$ cat config.mk
export PLATFORM = sky130hd
export DESIGN_NAME = peripheral_bus
export DESIGN_NICKNAME = d
export VERILOG_FILES = /design/src/hw/soc_pkg.sv /design/src/hw/peripheral_bus.sv
export VERILOG_INCLUDE_DIRS = /design/src /design/src/include
export SDC_FILE = /design/constraint.sdc
export NUM_CORES = 1
export LEC_CHECK = 0
export ABC_AREA = 1
export BUFFER_PORTS_ARGS = -buffer_cell sky130_fd_sc_hd__buf_2
export CORE_AREA = 2 2 80 82
export CTS_BUF_LIST = sky130_fd_sc_hd__clkbuf_16
export CTS_CLUSTER_DIAMETER = 100
export CTS_CLUSTER_SIZE = 30
export DETAILED_ROUTE_END_ITERATION = 8
export DIE_AREA = 0 0 82 84
export HOLD_SLACK_MARGIN = 0.03
export PLACE_DENSITY = 0.89
export SYNTH_ARGS = -nofsm -noshare
export SYNTH_HDL_FRONTEND = slang
export SYNTH_SLANG_ARGS = --single-unit
$ cat constraint.sdc
create_clock -name clk -period 3.1 [get_ports clk]
set_input_delay 0.31 -clock clk [delete_from_list [all_inputs] [get_ports clk]]
set_output_delay 0.31 -clock clk [all_outputs]
set_load 0.05 [all_outputs]
$ cat src/include/soc_config.svh
// bus widths, address map and gpio register offsets, included by the RTL and the testbench
`ifndef SOC_CONFIG_SVH
`define SOC_CONFIG_SVH

////////////////////
// bus widths
////////////////////

// address and data bus width
`define XLEN 32

// memory word address bits, 1024 words of 4 bytes
`define MEM_ADR 10

// gpio pin count
`define GDW 32

////////////////////
// address map
////////////////////

// data memory window, 4 KiB
`define MEM_BASE 32'h8000_0000

// peripheral window, 256 bytes
`define PER_BASE 32'h8001_0000
// offset bits inside the peripheral window
`define PER_ADR 8

// sub windows, picked by the top two offset bits
`define PER_GPIO 2'b00
`define PER_UART 2'b01

////////////////////
// gpio registers
////////////////////

`define GPIO_OUT 8'h00
`define GPIO_ENA 8'h04
`define GPIO_INP 8'h08

`endif
$ cat src/hw/soc_pkg.sv
// bus request/response structs and target select type, referenced by scoped name
`default_nettype none

`include "soc_config.svh"

package soc_pkg;

    ////////////////////
    // bus request
    ////////////////////

    typedef struct packed {
        // transfer valid
        logic              vld;
        // write enable, read when low
        logic              wen;
        // byte address
        logic [`XLEN-1:0]  adr;
        // log2 of byte count
        // 0 byte, 1 half, 2 word
        logic [1:0]        siz;
        // write data, already in its byte lanes
        logic [`XLEN-1:0]  wdt;
    } bus_req_t;

    ////////////////////
    // bus response
    ////////////////////

    typedef struct packed {
        // response valid, one cycle after request
        logic              vld;
        // access error
        logic              err;
        // read data, zero on writes and errors
        logic [`XLEN-1:0]  rdt;
    } bus_rsp_t;

    // target chosen by the system decoder
    typedef enum logic [1:0] {
        SEL_MEM = 2'd0,
        SEL_PER = 2'd1,
        SEL_ERR = 2'd2
    } bus_sel_t;

endpackage

`default_nettype wire

$ cat src/hw/peripheral_bus.sv
// peripheral bus, registers the request and decodes the gpio and reserved uart windows
`timescale 1ns/10ps
`default_nettype none

`include "soc_config.svh"

module peripheral_bus (
    // system
    input  wire logic              clk,
    input  wire logic              rst_n,
    // system bus side
    input  wire soc_pkg::bus_req_t sys_req,
    output soc_pkg::bus_rsp_t      sys_rsp,
    // gpio side
    output soc_pkg::bus_req_t      gpio_req,
    input  wire soc_pkg::bus_rsp_t gpio_rsp
);

    // registered request, peripherals answer with zero delay
    soc_pkg::bus_req_t   req_q;
    // offset inside the peripheral window
    logic [`PER_ADR-1:0] ofs;
    // existing gpio register for this direction
    logic                reg_ok;
    // access goes to gpio
    logic                gpio_ok;

    ////////////////////
    // request register
    ////////////////////

    // payload is not reset, only vld
    always_ff @(posedge clk) begin
        req_q <= sys_req;
        if (!rst_n) begin
            req_q.vld <= 1'b0;
        end
    end

    assign ofs = req_q.adr[`PER_ADR-1:0];

    ////////////////////
    // offset decode
    ////////////////////

    // input register is read only
    always_comb begin
        case (ofs)
            `GPIO_OUT, `GPIO_ENA: reg_ok = 1'b1;
            `GPIO_INP: reg_ok = !req_q.wen;
            default: reg_ok = 1'b0;
        endcase
    end

    // gpio takes word accesses only
    always_comb begin
        case (ofs[`PER_ADR-1:`PER_ADR-2])
            `PER_GPIO: gpio_ok = reg_ok && (req_q.siz == 2'd2);
            // uart not built, window stays reserved
            `PER_UART: gpio_ok = 1'b0;
            // rest of the window unmapped
            default: gpio_ok = 1'b0;
        endcase
    end

    always_comb begin
        gpio_req     = req_q;
        gpio_req.vld = req_q.vld && gpio_ok;
    end

    ////////////////////
    // response
    ////////////////////

    // gpio answer or an error, erroring writes never reach gpio
    always_comb begin
        if (gpio_ok) begin
            sys_rsp = gpio_rsp;
        end else begin
            sys_rsp.vld = req_q.vld;
            sys_rsp.err = req_q.vld;
            sys_rsp.rdt = '0;
        end
    end

endmodule

`default_nettype wire

# Word level (Yosys, flattened, before mapping)
# Cells that the tools add are included.
[classes]
n_eq_ne = 3
mux = 3
n_reduce_logical = 6
[op_table]
columns = ["op", "n"]
rows = [
  ["two-way mux 34 bit", 1],
  ["== test 8 x 3 -> 1 bit, second input constant", 1],
  ["== test 8 x 4 -> 1 bit, second input constant", 1],
  ["logical NOT 8 bit", 1],
  ["== test 2 bit, second input constant", 1],
  ["logical AND 1 bit", 2],
  ["logical NOT 2 bit", 1],
  ["case mux 1 bit (2 select lines)", 1],
  ["OR reduction 2 bit", 1],
  ["logical NOT 1 bit", 1],
  ["two-way mux 1 bit", 1],
]
[totals]
reg_bits = 68
input_bits = 104
word_cells = 17

# Depth between registers and ports, before layout
[depth]
word_depth = 6
depth_mapped = 6
ltp_nobuf = 6

# Worst setup path before layout
# Ideal clock, no wire load.
[synth_path]
path_type = "register -> output"
startpoint = "register req_q (netlist bit gpio_req[32])"
endpoint = "output port gpio_req[67] (netlist name)"
arrival_ns = 1.341
required_time_ns = 2.790
setup_slack_ns = 1.449
stages_incl_launch_ff = 6
path_buffers = 0
path_cell_list = "dfxtp_1 inv_1 nand2_1 nor2_1 nand3_2 nor2_1"
[synth_rtl]
columns = ["item", "line", "text"]
rows = [
  ["from (decl)", "peripheral_bus.sv:20", "soc_pkg::bus_req_t req_q;"],
  ["from (signal assigned)", "peripheral_bus.sv:34", "req_q <= sys_req;"],
  ["to (decl)", "peripheral_bus.sv:15", "output soc_pkg::bus_req_t gpio_req,"],
]

==> flow_summary.json <==
{
  "num-fill-cells": 569,
  "core-area_um2": 6100,
  "die_w_um": 82,
  "drc": 0,
  "synth_xor_xnor_area_share_pct": 0,
  "avgViaCountPerCell": 3.89,
  "rsz0062_at_grt": "no",
  "cts.path.max_buffers": 2,
  "drtPass1Iterations": 4,
  "ant_nets": 0,
  "setup_viol": 0,
  "gp_congestion": 0.732,
  "grtUsageTotal_pct": 15.9,
  "cts-htree-levels": 3,
  "yosys.area_share.simple_pct": 12.7,
  "wl_um": 5630,
  "grt_pass1_vias": 1780,
  "cts_tree": "done",
  "worst_ep_arrival_time_ps": 1810,
  "synth_fa_ha_area_share_pct": 0,
  "ctsResizeCount": 0,
  "syn_area_um2": 2360,
  "critPathKind": "register to primary output",
  "finalMaxSlewViolations": 0,
  "power.density_nw_per_um2": 700,
  "max_freq_mhz": 471,
  "wl_per_cell_um": 12.1,
  "cts_hold_buffers": 0,
  "grt_pass1_wl_um": 7910,
  "worstHoldStart": "sys_req[28]",
  "ir_drop_uv": 434,
  "grt_max_degree": 35,
  "finalNonFillerCells": 464,
  "drive_gt1_share_pct": 65.4,
  "syn_to_final_growth_pct": 38.4,
  "utilization_pct": 53.7,
  "end_kind": "primary output",
  "die_y_um": 84,
  "required_ps": 2790,
  "initial_utilization_pct": 38.8,
  "syn_nets": 340,
  "path_max_fanout": 34,
  "setup-tns-final_ps": 0,
  "yosysWarnings": 0,
  "drtIter0Drc": 28,
  "synth-seq-cells": 68,
  "post-cts-setup-buffers": 0,
  "antenna_found_initial": 0,
  "cap_violations": 0,
  "cp-start-kind": "register",
  "antenna_cells": 0,
  "hold_viol_final": 0,
  "p_leak_nw": 1.92,
  "port_buffers": 205,
  "fin_crit_ps": 2120,
  "ioPinCount": 206,
  "cts.sinks": 68,
  "die_area_um2": 6890,
  "dpl.hpwl_um": 4830,
  "status": "finished, final reports clean",
  "clkTransAtPathRegs_ps": 50,
  "fin_area_um2": 3270,
  "post-route-period-util_pct": 68.5,
  "place_area_um2": 2960,
  "hold_ws_ps": 88.1,
  "nets": 487,
  "syn_avg_cell_area_um2": 10.0,
  "synth_top_family_by_area": "buffers and inverters",
  "synth-compound-area-share_pct": 0.370,
  "worstMarginPinSlew_ps": 506,
  "cp-startpoint": "gpio_req[41]",
  "synthMuxAreaShare_pct": 0,
  "cts-buffers-inserted": 9,
  "ys_seq_area_share_pct": 57.6,
  "hold_class": "primary input to register",
  "synth_cells": 236,
  "synth.distinct_cells": 11,
  "gr-total-overflow": 0,
  "slew_headroom_pct": 66.2,
  "placed_cells": 449,
  "via_count": 1803,
  "placementRows": 29,
  "cts_root_buf": "clkbuf_16"
}
stage by stage:
stage | power [mW] | setup slack [ps]
floorplan | 1.21 | 1450
global placement | 1.26 | 1370
detailed placement | 1.27 | 1300
CTS | 2.32 | 960
global route | 2.37 | 837
finish | 2.29 | 977
cell families (layout without fill, tap and decap cells):
family          count (synthesis)  count (layout)
flops                          68              68
compound gates                  1               1
simple gates                   55              55
buf+inv                       112             263
power by group:
part           switching, mW  leakage, nW  internal [mW]
clock                  0.348        0.148          0.699
sequential            0.0136        0.574          0.922
combinational          0.225         1.20         0.0837
total                  0.586         1.92           1.71
sequential cells by signal, summed over array words and instances, names as in the netlist:
signal / count
gpio_req: 67
req_q: 1
routing by layer:
metal  routed length (µm)  global-route usage [%]
met5                    0                       0
met4                   53                    6.82
met3                  775                    7.58
met2                 3050                    30.3
met1                 1750                    13.2
synth_stat cells:
cell type,number,area share [%]
buf_4,67,21
nor2_4,2,0.95
o21ai_2,1,0.37
buf_6,3,1.4
dfxtp_1,68,58
nor2_1,11,1.7
nand3_1,2,0.42
nand3_2,1,0.42
nor2_2,28,7.4
nand2_1,11,1.7
inv_1,42,6.7
path summary, 6_finish.rpt:
kind,endpoint,slack [ps],cells after the start
hold / removal,gpio_req[28],90,1
setup / recovery,sys_rsp[32],980,8
area by class of cell:
cell class	instances	area [µm²]	share of cell area [%]
flip-flops and latches	68	1360	41.6
well taps	77	96.3	2.94
clock inverters	6	88.8	2.72
multi-input cells	56	309	9.45
clock buffers	9	225	6.88
inverters	42	158	4.82
repair buffers	206	1030	31.6
cells in the final DEF (no fill, tap or decap):
master,count
clkinv_2,1
nor2_2,28
buf_2,205
clkinvlp_4,2
buf_4,1
nand3_2,1
nor2_4,2
clkbuf_16,9
o21ai_2,1
inv_1,42
nand3_1,2
nor2_1,11
dfxtp_1,68
inv_6,1
nand2_1,11
bufinv_16,2
worst max-delay path, stage by stage (launching register included):
cell     delay, ps
dfxtp_1        350
inv_1           50
nand2_1         50
nor2_1          50
nand3_2         50
buf_4          430
nand2_1        150
nand2_1         90
buf_2          260
Power figures use the tool's default switching activity.
