**config.mk**
```make
export PLATFORM = sky130hd
export DESIGN_NAME = gpio_controller
export DESIGN_NICKNAME = d
export VERILOG_FILES = /design/src/hw/soc_pkg.sv /design/src/hw/gpio_controller.sv
export VERILOG_INCLUDE_DIRS = /design/src /design/src/include
export SDC_FILE = /design/constraint.sdc
export NUM_CORES = 1
export LEC_CHECK = 0
export ABC_CLOCK_PERIOD_IN_PS = 1040
export BUFFER_PORTS_ARGS = -buffer_cell sky130_fd_sc_hd__buf_2
export CAP_MARGIN = 20
export CORE_MARGIN = 1
export CORE_UTILIZATION = 43
export DETAILED_ROUTE_END_ITERATION = 10
export PLACE_DENSITY = 0.8
export SLEW_MARGIN = 20
export SYNTH_ARGS = -nofsm -noshare
export SYNTH_HDL_FRONTEND = slang
export SYNTH_SLANG_ARGS = --single-unit
```
**constraint.sdc**
```tcl
create_clock -name clk -period 1.04 [get_ports clk]
set_input_delay 0.052 -clock clk [delete_from_list [all_inputs] [get_ports clk]]
set_output_delay 0.052 -clock clk [all_outputs]
set_load 0.01 [all_outputs]
```
**src/include/soc_config.svh**
```systemverilog
// bus widths, address map and gpio register offsets, included by the RTL and the testbench
`ifndef SOC_CONFIG_SVH
`define SOC_CONFIG_SVH

////////////////////
// bus widths
////////////////////

// address and data bus width
`define XLEN 32

// memory word address bits, 1024 words of 4 bytes
`define MEM_ADR 10

// gpio pin count
`define GDW 32

////////////////////
// address map
////////////////////

// data memory window, 4 KiB
`define MEM_BASE 32'h8000_0000

// peripheral window, 256 bytes
`define PER_BASE 32'h8001_0000
// offset bits inside the peripheral window
`define PER_ADR 8

// sub windows, picked by the top two offset bits
`define PER_GPIO 2'b00
`define PER_UART 2'b01

////////////////////
// gpio registers
////////////////////

`define GPIO_OUT 8'h00
`define GPIO_ENA 8'h04
`define GPIO_INP 8'h08

`endif
```
**src/hw/soc_pkg.sv**
```systemverilog
// bus request/response structs and target select type, referenced by scoped name
`default_nettype none

`include "soc_config.svh"

package soc_pkg;

    ////////////////////
    // bus request
    ////////////////////

    typedef struct packed {
        // transfer valid
        logic              vld;
        // write enable, read when low
        logic              wen;
        // byte address
        logic [`XLEN-1:0]  adr;
        // log2 of byte count
        // 0 byte, 1 half, 2 word
        logic [1:0]        siz;
        // write data, already in its byte lanes
        logic [`XLEN-1:0]  wdt;
    } bus_req_t;

    ////////////////////
    // bus response
    ////////////////////

    typedef struct packed {
        // response valid, one cycle after request
        logic              vld;
        // access error
        logic              err;
        // read data, zero on writes and errors
        logic [`XLEN-1:0]  rdt;
    } bus_rsp_t;

    // target chosen by the system decoder
    typedef enum logic [1:0] {
        SEL_MEM = 2'd0,
        SEL_PER = 2'd1,
        SEL_ERR = 2'd2
    } bus_sel_t;

endpackage

`default_nettype wire

```
**src/hw/gpio_controller.sv**
```systemverilog
// gpio controller, output and enable registers plus a synchronized input, word access only
`timescale 1ns/10ps
`default_nettype none

`include "soc_config.svh"

module gpio_controller (
    // system
    input  wire logic              clk,
    input  wire logic              rst_n,
    // bus, zero delay
    input  wire soc_pkg::bus_req_t req,
    output soc_pkg::bus_rsp_t      rsp,
    // pins
    output logic [`GDW-1:0]        gpio_o,
    output logic [`GDW-1:0]        gpio_e,
    input  wire logic [`GDW-1:0]   gpio_i
);

    // widths as parameters for casts
    localparam int unsigned XW = `XLEN;
    localparam int unsigned GW = `GDW;

    // synchronizer stages
    logic [GW-1:0]       inp_m;
    logic [GW-1:0]       inp_s;
    logic [`PER_ADR-1:0] ofs;
    // selected register
    logic [GW-1:0]       rd_reg;

    assign ofs = req.adr[`PER_ADR-1:0];

    ////////////////////
    // registers
    ////////////////////

    // written on the edge after the registered request
    always_ff @(posedge clk) begin
        if (!rst_n) begin
            gpio_o <= '0;
            gpio_e <= '0;
        end else if (req.vld && req.wen) begin
            case (ofs)
                `GPIO_OUT: gpio_o <= GW'(req.wdt);
                `GPIO_ENA: gpio_e <= GW'(req.wdt);
                default: ;
            endcase
        end
    end

    // two flop input synchronizer
    always_ff @(posedge clk) begin
        inp_m <= gpio_i;
        inp_s <= inp_m;
    end

    ////////////////////
    // read back
    ////////////////////

    always_comb begin
        case (ofs)
            `GPIO_OUT: rd_reg = gpio_o;
            `GPIO_ENA: rd_reg = gpio_e;
            `GPIO_INP: rd_reg = inp_s;
            default: rd_reg = '0;
        endcase
    end

    // same cycle answer, zero data on writes
    always_comb begin
        rsp.vld = req.vld;
        rsp.err = 1'b0;
        rsp.rdt = (req.vld && !req.wen) ? XW'(rd_reg) : '0;
    end

endmodule

`default_nettype wire

```
# Word level (Yosys, flattened, before mapping)
# Cells that the tools add are included.
[classes]
eq_ne = 2
mux = 2
reduce_logical = 6
[ops]
columns = ["operator", "n"]
rows = [
  ["case mux 32 bit (3 select lines)", 1],
  ["2-to-1 mux 32 bit", 1],
  ["equality test 8 x 3 -> 1 bit (second input constant)", 1],
  ["equality test 8 x 4 -> 1 bit (second input constant)", 1],
  ["logical NOT 8 bit", 1],
  ["AND reduction 2 bit", 2],
  ["logical AND 1 bit", 2],
  ["logical NOT 1 bit", 1],
]
[totals]
register_bits = 128

# Longest topological paths before layout
[depth]
ltp_word = 3
mapped_depth = 6
ltp_nobuf = 3

# Worst setup path before layout
# OpenSTA, ideal clock, no wires.
[synth_path]
path_type = "input-to-output"
startpoint = "in req[36] (netlist name)"
endpoint = "out rsp[10] (netlist name)"
cell_stages = 6
path_buffers = 3
t_arrival_ns = 1.077
path_slack_ns = -0.089
t_required_ns = 0.988
path_cell_list = "buf_2 > nor2b_1 > clkbuf_1 > clkbuf_1 > nand2_1 > a21oi_1"
[synth_rtl]
columns = ["item", "line_no", "source"]
rows = [
  ["from (decl)", "gpio_controller.sv:12", "input wire soc_pkg::bus_req_t req,"],
  ["to (decl)", "gpio_controller.sv:13", "output soc_pkg::bus_rsp_t rsp,"],
]

==> results.txt <==
- Leading cell types by count after synthesis: 128 x dfxtp_1, 128 x nand2_1, 96 x mux2i_1
* Routed len/inst: 20.2 microns
* Fraction of power consumed by the clock network: 0.511
- Final Routed Wirelength: 18.9 mm
- Sink Count: 128
- The longest clock path from root to sink contains 2 buffers.
* Area of the die: ~11,000 sq um
- The count of pins over their slew limit was 0.
- Worst vdd rail ir drop: 1.03 mV
- First-pass GRT wire length: 26.2 mm
- Vias after detailed routing: 4,764
* Count of endpoints failing hold in the final timing report: 0
* Proportion of register bits with asynchronous set or reset after synthesis: 0
* Synthesized area per cell: 10.2 sq um
- The number of clock buffers added by TritonCTS is 17.
- Data on the critical path arrives at its endpoint at 1.59 ns.
* H-tree depth: 4
- Final worst setup slack: -0.598 ns
* Mapped Area: 4660 sq um
* Placed cell areas: 6200 sq um
- Outcome: finished, violations left
- The initialized floorplan defines 37 standard-cell rows.
- Comb pwr share: 0.062
- Number of library cell types mapped by synthesis: 16
- After clock tree synthesis, the clock-pin slew on the worst setup and hold paths is 0.07 ns.
* Most frequently used flop master after synthesis: dfxtp_1
- When the netlist entered floorplanning its net count stood at 560.
- Clock tree synthesis selected as its root buffer the cell clkbuf_8.
- Cell internal power was estimated by the tool at 9120 uW.
- Counting I/O delays and the setup requirement, the final critical path takes 1.64 ns.
* Share of cells above drive strength 1: 0.567
- Fmax: between 600 and 700 MHz
* Gate count of the mapped netlist: 458
- Clock latency on the worst-skew pair: 0.53 ns
* Routability-driven placement congestion ratio: 0.826
- Type of the worst setup path: register to primary output
* Port bufs: around 170
- Entering global routing, the biggest net connects 50 pins.
* Layout net count: between 800 and 900
* Failing checks: setup timing
* Detailed-route DRC error count: 0
- TritonCTS built the clock tree.
- Sequential share of the synthesized area: 0.550
- 200 I/O pins were placed.
* Ratio of routed vias to standard cells: 5.10
- Number of flip-flops and latches in the synthesized netlist: approximately 130
* Path category of the worst min-delay check: primary input to register
* Total half-perimeter wirelength after legalization and detailed placement: 8.78 mm
* Switching fraction of total power: 0.235
- In this run the horizontal extent of the chip is 106 microns.
- Number of detailed-routing iterations run before antenna repair: 4
- Final-layout worst hold slack: 0.0149 ns
* Tcrit/Tclk final: 1.57
- Of all nets on the critical path, the largest fanout is 2.
- In this run, synthesis inferred 0 flip-flops with an integrated enable.
- The initial utilization of the core area, before any placement, comes to 0.448.
- Summed over all instances, the cell type with the most area after synthesis is dfxtp_1.
- WP data required: 0.99 ns
- Pre-CTS WS: -0.306 ns
- The worst setup path is launched from a register.
- Of the post-synthesis cell area, the dominant cell type holds 0.550.
- Setup repair after global routing could not meet its margin everywhere.
- Yosys printed 0 warnings.
- Number of max-cap violations: 0
- The design draws roughly 12,000 uW.
* Initial antenna violation count: 0
- Setup violations remaining at the end of the flow were counted as 96.
- The clock arrives with 0.00356 ns of skew.
* Total power per unit cell area: between 1000 and 1500 nW/um^2
- In this run the vertical extent of the chip is 106 microns.
- Fraction of power consumed by sequential logic: 0.427
* Finished layout cell area: 8710 sq um
- STA classifies the critical path endpoint as a primary output.
* Top cells by area, synth: dfxtp_1 55%, mux2i_1 21%, nand2_1 10%
- Summed over all nets, the switching power comes to 2790 uW.
- The number of global-route vias before repair is 5,048.
- The first routing iteration left 203 violations.
- Relative to the synthesized area, the layout overhead comes to 86.8%.
- Static leakage: 0.00428 uW
* Core box area: 10,400 sq um
- Gr usage total: 0.312
- After global routing the overflow that remains totals 0.
* Count of antenna-violating nets left after detailed routing: 0
* Ant diodes: 0
-- cells in the final DEF, fill, tap and decap left out, types with 5 or more instances in the layout --
cell	netlist	layout
or2_4	0	32
dlygate4sd3_1	0	64
nand2_1	128	127
buf_4	5	21
mux2i_1	96	87
buf_6	6	141
buf_12	0	10
mux2i_2	0	8
buf_2	5	106
clkbuf_16	0	16
dfxtp_2	0	64
a21oi_2	0	29
inv_6	0	5
dfxtp_1	128	64
-- worst max-delay path, cell delays in order (launching register included) --
cell and delay (ns):
dfxtp_2 0.39, mux2i_1 0.15, or2_4 0.25, a21oi_2 0.11
buf_2 0.15
-- power by group through the flow --
stage | logic, uW | clock network, uW | registers [uW]
finish | 741 | 6090 | 5080
global placement | 459 | 0 | 5170
floorplan | 230 | 0 | 5170
global route | 779 | 6380 | 5090
detailed placement | 470 | 0 | 5180
CTS | 675 | 6020 | 5070
-- kinds of logic after synthesis --
family / after synthesis / synth area share
flops: 128 / 0.550
mux: 96 / 0.206
simple gates: 167 / 0.167
compound gates: 33 / 0.0354
buf+inv: 33 / 0.0416
other cells: 1 / 0.000804
-- state kept, by name (all words and copies together) (netlist names) --
| register | flops |
|---|---|
| gpio_e | 32 |
| gpio_o | 32 |
| inp_m | 32 |
| inp_s | 32 |
-- path summary, 6_finish.rpt --
check	startpoint	to	slack, ns	cells after the start
worst max-delay path	gpio_e[22]	rsp[22]	-0.60	4
worst min-delay path	rst_n	gpio_e[13]	0.01	4
worst max register to register	gpio_o[26]	gpio_o[26]	0.08	4
worst min register to register	inp_m[11]	inp_s[11]	0.32	0
-- metal layers --
metal	global-route usage	part of all wire
met5	0	0
met4	0.176	0.061
met3	0.0926	0.056
met2	0.589	0.53
met1	0.297	0.35
-- through the flow --
stage               setup TNS [ns]  utilization  cells
floorplan                    -3.75            -    458
global placement            -18.36        0.596    806
detailed placement          -22.33        0.596    806
CTS                         -20.85        0.803    908
global route                -26.26        0.836    935
finish                      -23.25        0.836    935
-- timing repair --
item	in CTS	in global routing
buffers inserted	12	47
pin swaps	17	19
resized for setup	252	53
endpoints found under the hold margin	96	0
setup endpoints to repair	96	96
hold buffers	64	0
-- area by class of cell --
| type | instances | area [sq um] |
|---|---|---|
| repair buffers | 342 | 3120 |
| fillers | 518 | 1710 |
| clock inverters | 14 | 180 |
| multi-input cells | 297 | 2180 |
| clock buffers | 18 | 418 |
| flip-flops and latches | 128 | 2640 |
| well taps | 136 | 170 |
Power figures use the tool's default switching activity.
