--- config.mk ---
export PLATFORM = sky130hd
export DESIGN_NAME = system_bus_decoder
export DESIGN_NICKNAME = d
export VERILOG_FILES = /design/src/hw/soc_pkg.sv /design/src/hw/system_bus_decoder.sv
export VERILOG_INCLUDE_DIRS = /design/src /design/src/include
export SDC_FILE = /design/constraint.sdc
export NUM_CORES = 1
export LEC_CHECK = 0
export BUFFER_PORTS_ARGS = -buffer_cell sky130_fd_sc_hd__buf_4
export CAP_MARGIN = 0
export CORE_AREA = 5 5 118 120
export CTS_BUF_LIST = sky130_fd_sc_hd__clkbuf_4
export CTS_CLUSTER_DIAMETER = 120
export DETAILED_ROUTE_END_ITERATION = 16
export DIE_AREA = 0 0 123 125
export HOLD_SLACK_MARGIN = 0.05
export SLEW_MARGIN = 5
export SYNTH_ARGS = -nofsm -noshare
export SYNTH_HDL_FRONTEND = slang
export SYNTH_SLANG_ARGS = --single-unit
--- constraint.sdc ---
create_clock -name clk -period 1.1 [get_ports clk]
set_clock_uncertainty 0.15 [all_clocks]
set_input_delay 0 -clock clk [delete_from_list [all_inputs] [get_ports clk]]
set_output_delay 0 -clock clk [all_outputs]
set_load 0.01 [all_outputs]
--- src/include/soc_config.svh ---
// bus widths, address map and gpio register offsets, included by the RTL and the testbench
`ifndef SOC_CONFIG_SVH
`define SOC_CONFIG_SVH

////////////////////
// bus widths
////////////////////

// address and data bus width
`define XLEN 32

// memory word address bits, 1024 words of 4 bytes
`define MEM_ADR 10

// gpio pin count
`define GDW 32

////////////////////
// address map
////////////////////

// data memory window, 4 KiB
`define MEM_BASE 32'h8000_0000

// peripheral window, 256 bytes
`define PER_BASE 32'h8001_0000
// offset bits inside the peripheral window
`define PER_ADR 8

// sub windows, picked by the top two offset bits
`define PER_GPIO 2'b00
`define PER_UART 2'b01

////////////////////
// gpio registers
////////////////////

`define GPIO_OUT 8'h00
`define GPIO_ENA 8'h04
`define GPIO_INP 8'h08

`endif
--- src/hw/soc_pkg.sv ---
// bus request/response structs and target select type, referenced by scoped name
`default_nettype none

`include "soc_config.svh"

package soc_pkg;

    ////////////////////
    // bus request
    ////////////////////

    typedef struct packed {
        // transfer valid
        logic              vld;
        // write enable, read when low
        logic              wen;
        // byte address
        logic [`XLEN-1:0]  adr;
        // log2 of byte count
        // 0 byte, 1 half, 2 word
        logic [1:0]        siz;
        // write data, already in its byte lanes
        logic [`XLEN-1:0]  wdt;
    } bus_req_t;

    ////////////////////
    // bus response
    ////////////////////

    typedef struct packed {
        // response valid, one cycle after request
        logic              vld;
        // access error
        logic              err;
        // read data, zero on writes and errors
        logic [`XLEN-1:0]  rdt;
    } bus_rsp_t;

    // target chosen by the system decoder
    typedef enum logic [1:0] {
        SEL_MEM = 2'd0,
        SEL_PER = 2'd1,
        SEL_ERR = 2'd2
    } bus_sel_t;

endpackage

`default_nettype wire

--- src/hw/system_bus_decoder.sv ---
// system bus decoder inside soc_top that routes master requests to memory, peripherals or an error answer
`timescale 1ns/10ps
`default_nettype none

`include "soc_config.svh"

module system_bus_decoder (
    // system
    input  wire logic              clk,
    input  wire logic              rst_n,
    // master side
    input  wire soc_pkg::bus_req_t cpu_req,
    output soc_pkg::bus_rsp_t      cpu_rsp,
    // memory side
    output soc_pkg::bus_req_t      mem_req,
    input  wire soc_pkg::bus_rsp_t mem_rsp,
    // peripheral side
    output soc_pkg::bus_req_t      per_req,
    input  wire soc_pkg::bus_rsp_t per_rsp
);

    // window bases
    localparam logic [`XLEN-1:0] MEM_LO = `MEM_BASE;
    localparam logic [`XLEN-1:0] PER_LO = `PER_BASE;
    // byte offset bits inside a word
    localparam int unsigned OFW = $clog2(`XLEN/8);

    // misaligned for its size
    logic              mis;
    logic              hit_mem;
    logic              hit_per;
    soc_pkg::bus_sel_t sel;
    // request and target of the previous cycle
    logic              req_q;
    soc_pkg::bus_sel_t sel_q;

    ////////////////////
    // request decode
    ////////////////////

    always_comb begin
        case (cpu_req.siz)
            2'd0: mis = 1'b0;
            2'd1: mis = cpu_req.adr[0];
            2'd2: mis = |cpu_req.adr[OFW-1:0];
            // 8 byte access does not exist on this bus
            default: mis = 1'b1;
        endcase
    end

    // upper address bits against window bases
    assign hit_mem = cpu_req.adr[`XLEN-1:`MEM_ADR+OFW] == MEM_LO[`XLEN-1:`MEM_ADR+OFW];
    assign hit_per = cpu_req.adr[`XLEN-1:`PER_ADR] == PER_LO[`XLEN-1:`PER_ADR];

    // alignment wins over the address match
    always_comb begin
        if (mis) begin
            sel = soc_pkg::SEL_ERR;
        end else if (hit_mem) begin
            sel = soc_pkg::SEL_MEM;
        end else if (hit_per) begin
            sel = soc_pkg::SEL_PER;
        end else begin
            sel = soc_pkg::SEL_ERR;
        end
    end

    // payload to both targets with vld only for the chosen one
    always_comb begin
        mem_req     = cpu_req;
        mem_req.vld = cpu_req.vld && (sel == soc_pkg::SEL_MEM);
        per_req     = cpu_req;
        per_req.vld = cpu_req.vld && (sel == soc_pkg::SEL_PER);
    end

    ////////////////////
    // response merge
    ////////////////////

    always_ff @(posedge clk) begin
        if (!rst_n) begin
            req_q <= 1'b0;
            sel_q <= soc_pkg::SEL_ERR;
        end else begin
            req_q <= cpu_req.vld;
            sel_q <= sel;
        end
    end

    always_comb begin
        case (sel_q)
            soc_pkg::SEL_MEM: cpu_rsp = mem_rsp;
            soc_pkg::SEL_PER: cpu_rsp = per_rsp;
            // own error answer since no target saw the request
            default: begin
                cpu_rsp.vld = req_q;
                cpu_rsp.err = req_q;
                cpu_rsp.rdt = '0;
            end
        endcase
    end

    // a target only answers a request routed to it one cycle before
    a_rsp_target: assert property (@(posedge clk) disable iff (!rst_n)
        (mem_rsp.vld || per_rsp.vld) |->
            (req_q && (!mem_rsp.vld || (sel_q == soc_pkg::SEL_MEM))
                   && (!per_rsp.vld || (sel_q == soc_pkg::SEL_PER))));

endmodule

`default_nettype wire

[Yosys cells after proc, flatten, opt, wreduce, memory -nomap -nowiden]
Cells that the tools add are included.
Word-level totals
  output and inout bits: 170
  logic and storage cells: 19
  bits of input ports: 138
  flip-flop bits (word level): 3
Cells by class
  multiplexer cells: 5
  reductions and logical operators: 6
  equal/unequal tests: 6
Operators with widths (count)
  one-hot mux 34 bit (2 select lines): 1
  equality test 24 bit (second input constant): 1
  equality test 20 bit (second input constant): 1
  equality test 2 x 1 -> 1 bit (second input constant): 3
  zero test 2 bit: 3
  two-way mux 2 bit: 3
  one-hot mux 1 bit (3 select lines): 1
  equality test 2 bit (second input constant): 1
  logical AND 1 bit: 2
  OR reduction 2 bit: 1

[Longest topological paths before layout]
  depth in word-level cells: 6
  depth in mapped cells: 4
  mapped depth without buffers: 3

[Least setup slack after synthesis]
No wires, ideal clock.
  kind: register -> output
  from: register sel_q[0]
  to: output port cpu_rsp[15] (netlist name)
  path buffers: 2
  setup slack: 46 ps
  arrival time: 904 ps
  cell stages (with the launch flop): 5
  data required time: 950 ps
  path through: dfxtp_1 buf_4 buf_4 mux2i_1 nor2_1
RTL lines
  start: declaration: line system_bus_decoder.sv:35  | soc_pkg::bus_sel_t sel_q;
  start signal: assignment: line system_bus_decoder.sv:83  | sel_q <= soc_pkg::SEL_ERR;
  start signal: assignment: line system_bus_decoder.sv:86  | sel_q <= sel;
  end: declaration: line system_bus_decoder.sv:13  | output soc_pkg::bus_rsp_t cpu_rsp,

==> flow_summary.json <==
{
  "fin_nets": 494,
  "cp.buffers_inverters": 2,
  "num_vias": 1885,
  "cts_buffers": 3,
  "ys_warn_count": 0,
  "io_pins": 308,
  "drv_cap": 0,
  "p_leak_uw": 0.001465,
  "drive_gt1_share_pct": 64.51,
  "synthXorXnorAreaFrac_pct": 0,
  "antenna_found_initial": 0,
  "setup_viol": 37,
  "worst_slack_ns": -0.3063,
  "synth_compound_area_share_pct": 2.689,
  "port_buffers": 190,
  "slowest_stage": "dfxtp_4",
  "layout_common_cells": "201 x buf_4, 47 x dlygate4sd3_1, 35 x nor2_1, 30 x mux2i_1, 6 x buf_6",
  "grt_pass1_vias": 2054,
  "worst_slew_pin_slew_ns": 0.2721,
  "avgSynthCellArea_um2": 7.389,
  "ys_seq_area_share_pct": 3.488,
  "pwr_density_cell_mw_per_mm2": 400.0,
  "timing.final.crit_share_pct": 127.8,
  "wire_per_inst_um": 14.44,
  "synth_adder_area_share_pct": 0,
  "ys_types": 17,
  "hp-start": "cpu_req[65]",
  "slowest_delay_ns": 0.41,
  "crit_path_cell_trace": "buf_12 > mux2i_2 > nor2_1 > buf_4",
  "relSlewSlack_pct": 81.80,
  "syn_nets": 371,
  "via_per_inst": 3.550,
  "synthMuxAreaShare_pct": 18.60,
  "clockBufferDepth": 2,
  "drv_slew": 0,
  "place.gp.congestion": 0.8522,
  "start_kind": "register",
  "whs_ns": -0.05544,
  "mostFrequentLayoutCell": "buf_4",
  "start_util_pct": 13.37,
  "hold_viol_final": 2,
  "cp_top_family": "flip-flops",
  "fmax_mhz": 711.1,
  "cts_tree": "yes",
  "worstHoldPathType": "in2reg",
  "syn_inst": 233,
  "cp-end-kind": "primary output",
  "die_h_um": 125,
  "cp_max_fo": 6,
  "drt_iter0_drc": 28,
  "synth_area_mm2": 0.001722,
  "diodes": 0,
  "gr-total-overflow": 0,
  "violations": "negative hold slack, negative setup slack",
  "rows": 42,
  "holdPathStages": 3,
  "cts_max_level": 1,
  "instances_no_fill": 531,
  "grt_max_degree": 35,
  "arrival_ns": 1.26,
  "dp.cells": 475,
  "synth_top_family_by_area": "buffers and inverters",
  "crit_required_ns": 0.95,
  "finalSetupTns_ns": -8.902,
  "rsz0062_at_grt": "true",
  "ys_seq_elements": 3,
  "clock_sinks": 3,
  "outcome": "finished, violations left",
  "path_class": "reg2out",
  "wl_um": 7667,
  "core_area_mm2": 0.01287,
  "fill_cells": 1407,
  "die_area_mm2": 0.01538,
  "die_x_um": 123,
  "area_growth_pct": 83.58,
  "synth-simple-area-share_pct": 14.10,
  "grt_pass1_wl_um": 10540,
  "track_usage_pct": 8.584,
  "post-route-drc-count": 0,
  "holdPathEnd": "sel_q[0]$_SDFF_PN0_",
  "ir_drop_mv": 0.3990,
  "ant_nets": 0,
  "path_clk_slew_ns": 0.04,
  "post-dp-hpwl_um": 5791,
  "first_pass_iters": 4,
  "cts_root_buffer": "clkbuf_4",
  "fin_crit_ns": 1.406
}
-- cells by family (layout without fill, tap and decap cells) --
kind of cell	count (synthesis)	after routing
AO/OA/AOI/OAI	6	6
multiplexers	32	32
buffers and inverters	142	264
flip-flops	3	3
AND/OR/NAND/NOR	50	50
-- tightest hold or removal path, cell delays in order --
cell and delay [ns]:
buf_4 0.13, o2111ai_2 0.10, nor3_1 0.05
-- report_power, final --
group          switching [µW]  internal, µW  total [µW]  leakage (µW)
registers               0.472           109         109     0.0000253
clock network            57.8           161         218     0.0000184
logic                     389           548         937       0.00142
-- synth_stat cells --
master	number	area (µm²)
and2_1	1	6.260
buf_4	138	1036
nor2_1	35	131.4
nand2_1	1	3.750
nor4_1	1	6.260
nor4_2	4	50.05
mux2i_1	32	320.3
nor2b_1	3	18.77
nand4_1	1	6.260
a211o_1	1	8.760
a21oi_1	1	5.000
a211oi_1	2	15.01
buf_2	1	5.000
clkbuf_1	3	11.26
dfxtp_1	3	60.06
o2111ai_1	2	17.52
nor3_1	4	20.02
-- stage by stage --
step,util (%),setup WS [ns],hold WS (ns),total power (µW),cell area [µm²]
global route,24.55,-0.3521,-0.06158,1347,3161
detailed placement,19.24,-0.2078,-0.1499,772.4,2477
CTS,24.32,-0.3238,-0.04934,1263,3132
global placement,19.24,-0.1992,-0.1499,764.1,2477
floorplan,-,0.04588,-0.09560,670.5,1722
finish,24.55,-0.3063,-0.05544,1264,3161
-- layout make-up --
cell class,count,area (µm²),area share [%]
sequential,3,63.81,2.019
tap,176,220.2,6.968
clock buffer,4,30.03,0.9501
multi-input combinational,88,691.9,21.89
timing repair buffer,260,2155,68.17
-- timing repair --
action / CTS / global route
endpoints found under the setup margin: 36 / 37
hold buffers: 47 / 1
pin swaps: 5 / 9
resized for setup: 17 / 10
setup buffers: 3 / 0
gates cloned: 2 / 1
endpoints found under the hold margin: 87 / 4
-- how the worst max path moves through the flow --
stage	from	endpoint	slack (ns)	cells after the start
6_report	sel_q[0]$_SDFF_PN0_	cpu_rsp[7]	-0.31	4
5_1_grt	sel_q[0]$_SDFF_PN0_	cpu_rsp[7]	-0.35	4
3_3_place_gp	cpu_req[46]	per_req[67]	-0.20	5
4_1_cts	sel_q[0]$_SDFF_PN0_	cpu_rsp[6]	-0.32	4
2_1_floorplan	sel_q[0]$_SDFF_PN0_	cpu_rsp[15]	0.05	4
3_5_place_dp	cpu_req[46]	per_req[67]	-0.21	5
-- flip-flops by register name, summed over array words and instances, names as in the netlist --
signal and count:
req_q 1, sel_q 2
-- per-layer routing --
layer / share of wire, % / up-vias / GRT usage [%] / wire [µm]
li1: - / 861 / - / -
met1: 29 / 859 / 7.678 / 2238
met2: 58 / 159 / 18.14 / 4428
met3: 12 / 6 / 2.168 / 891
met4: 1.4 / 0 / 2.345 / 109
met5: 0 / - / 0 / 0
(Power assumes the default switching activity.)
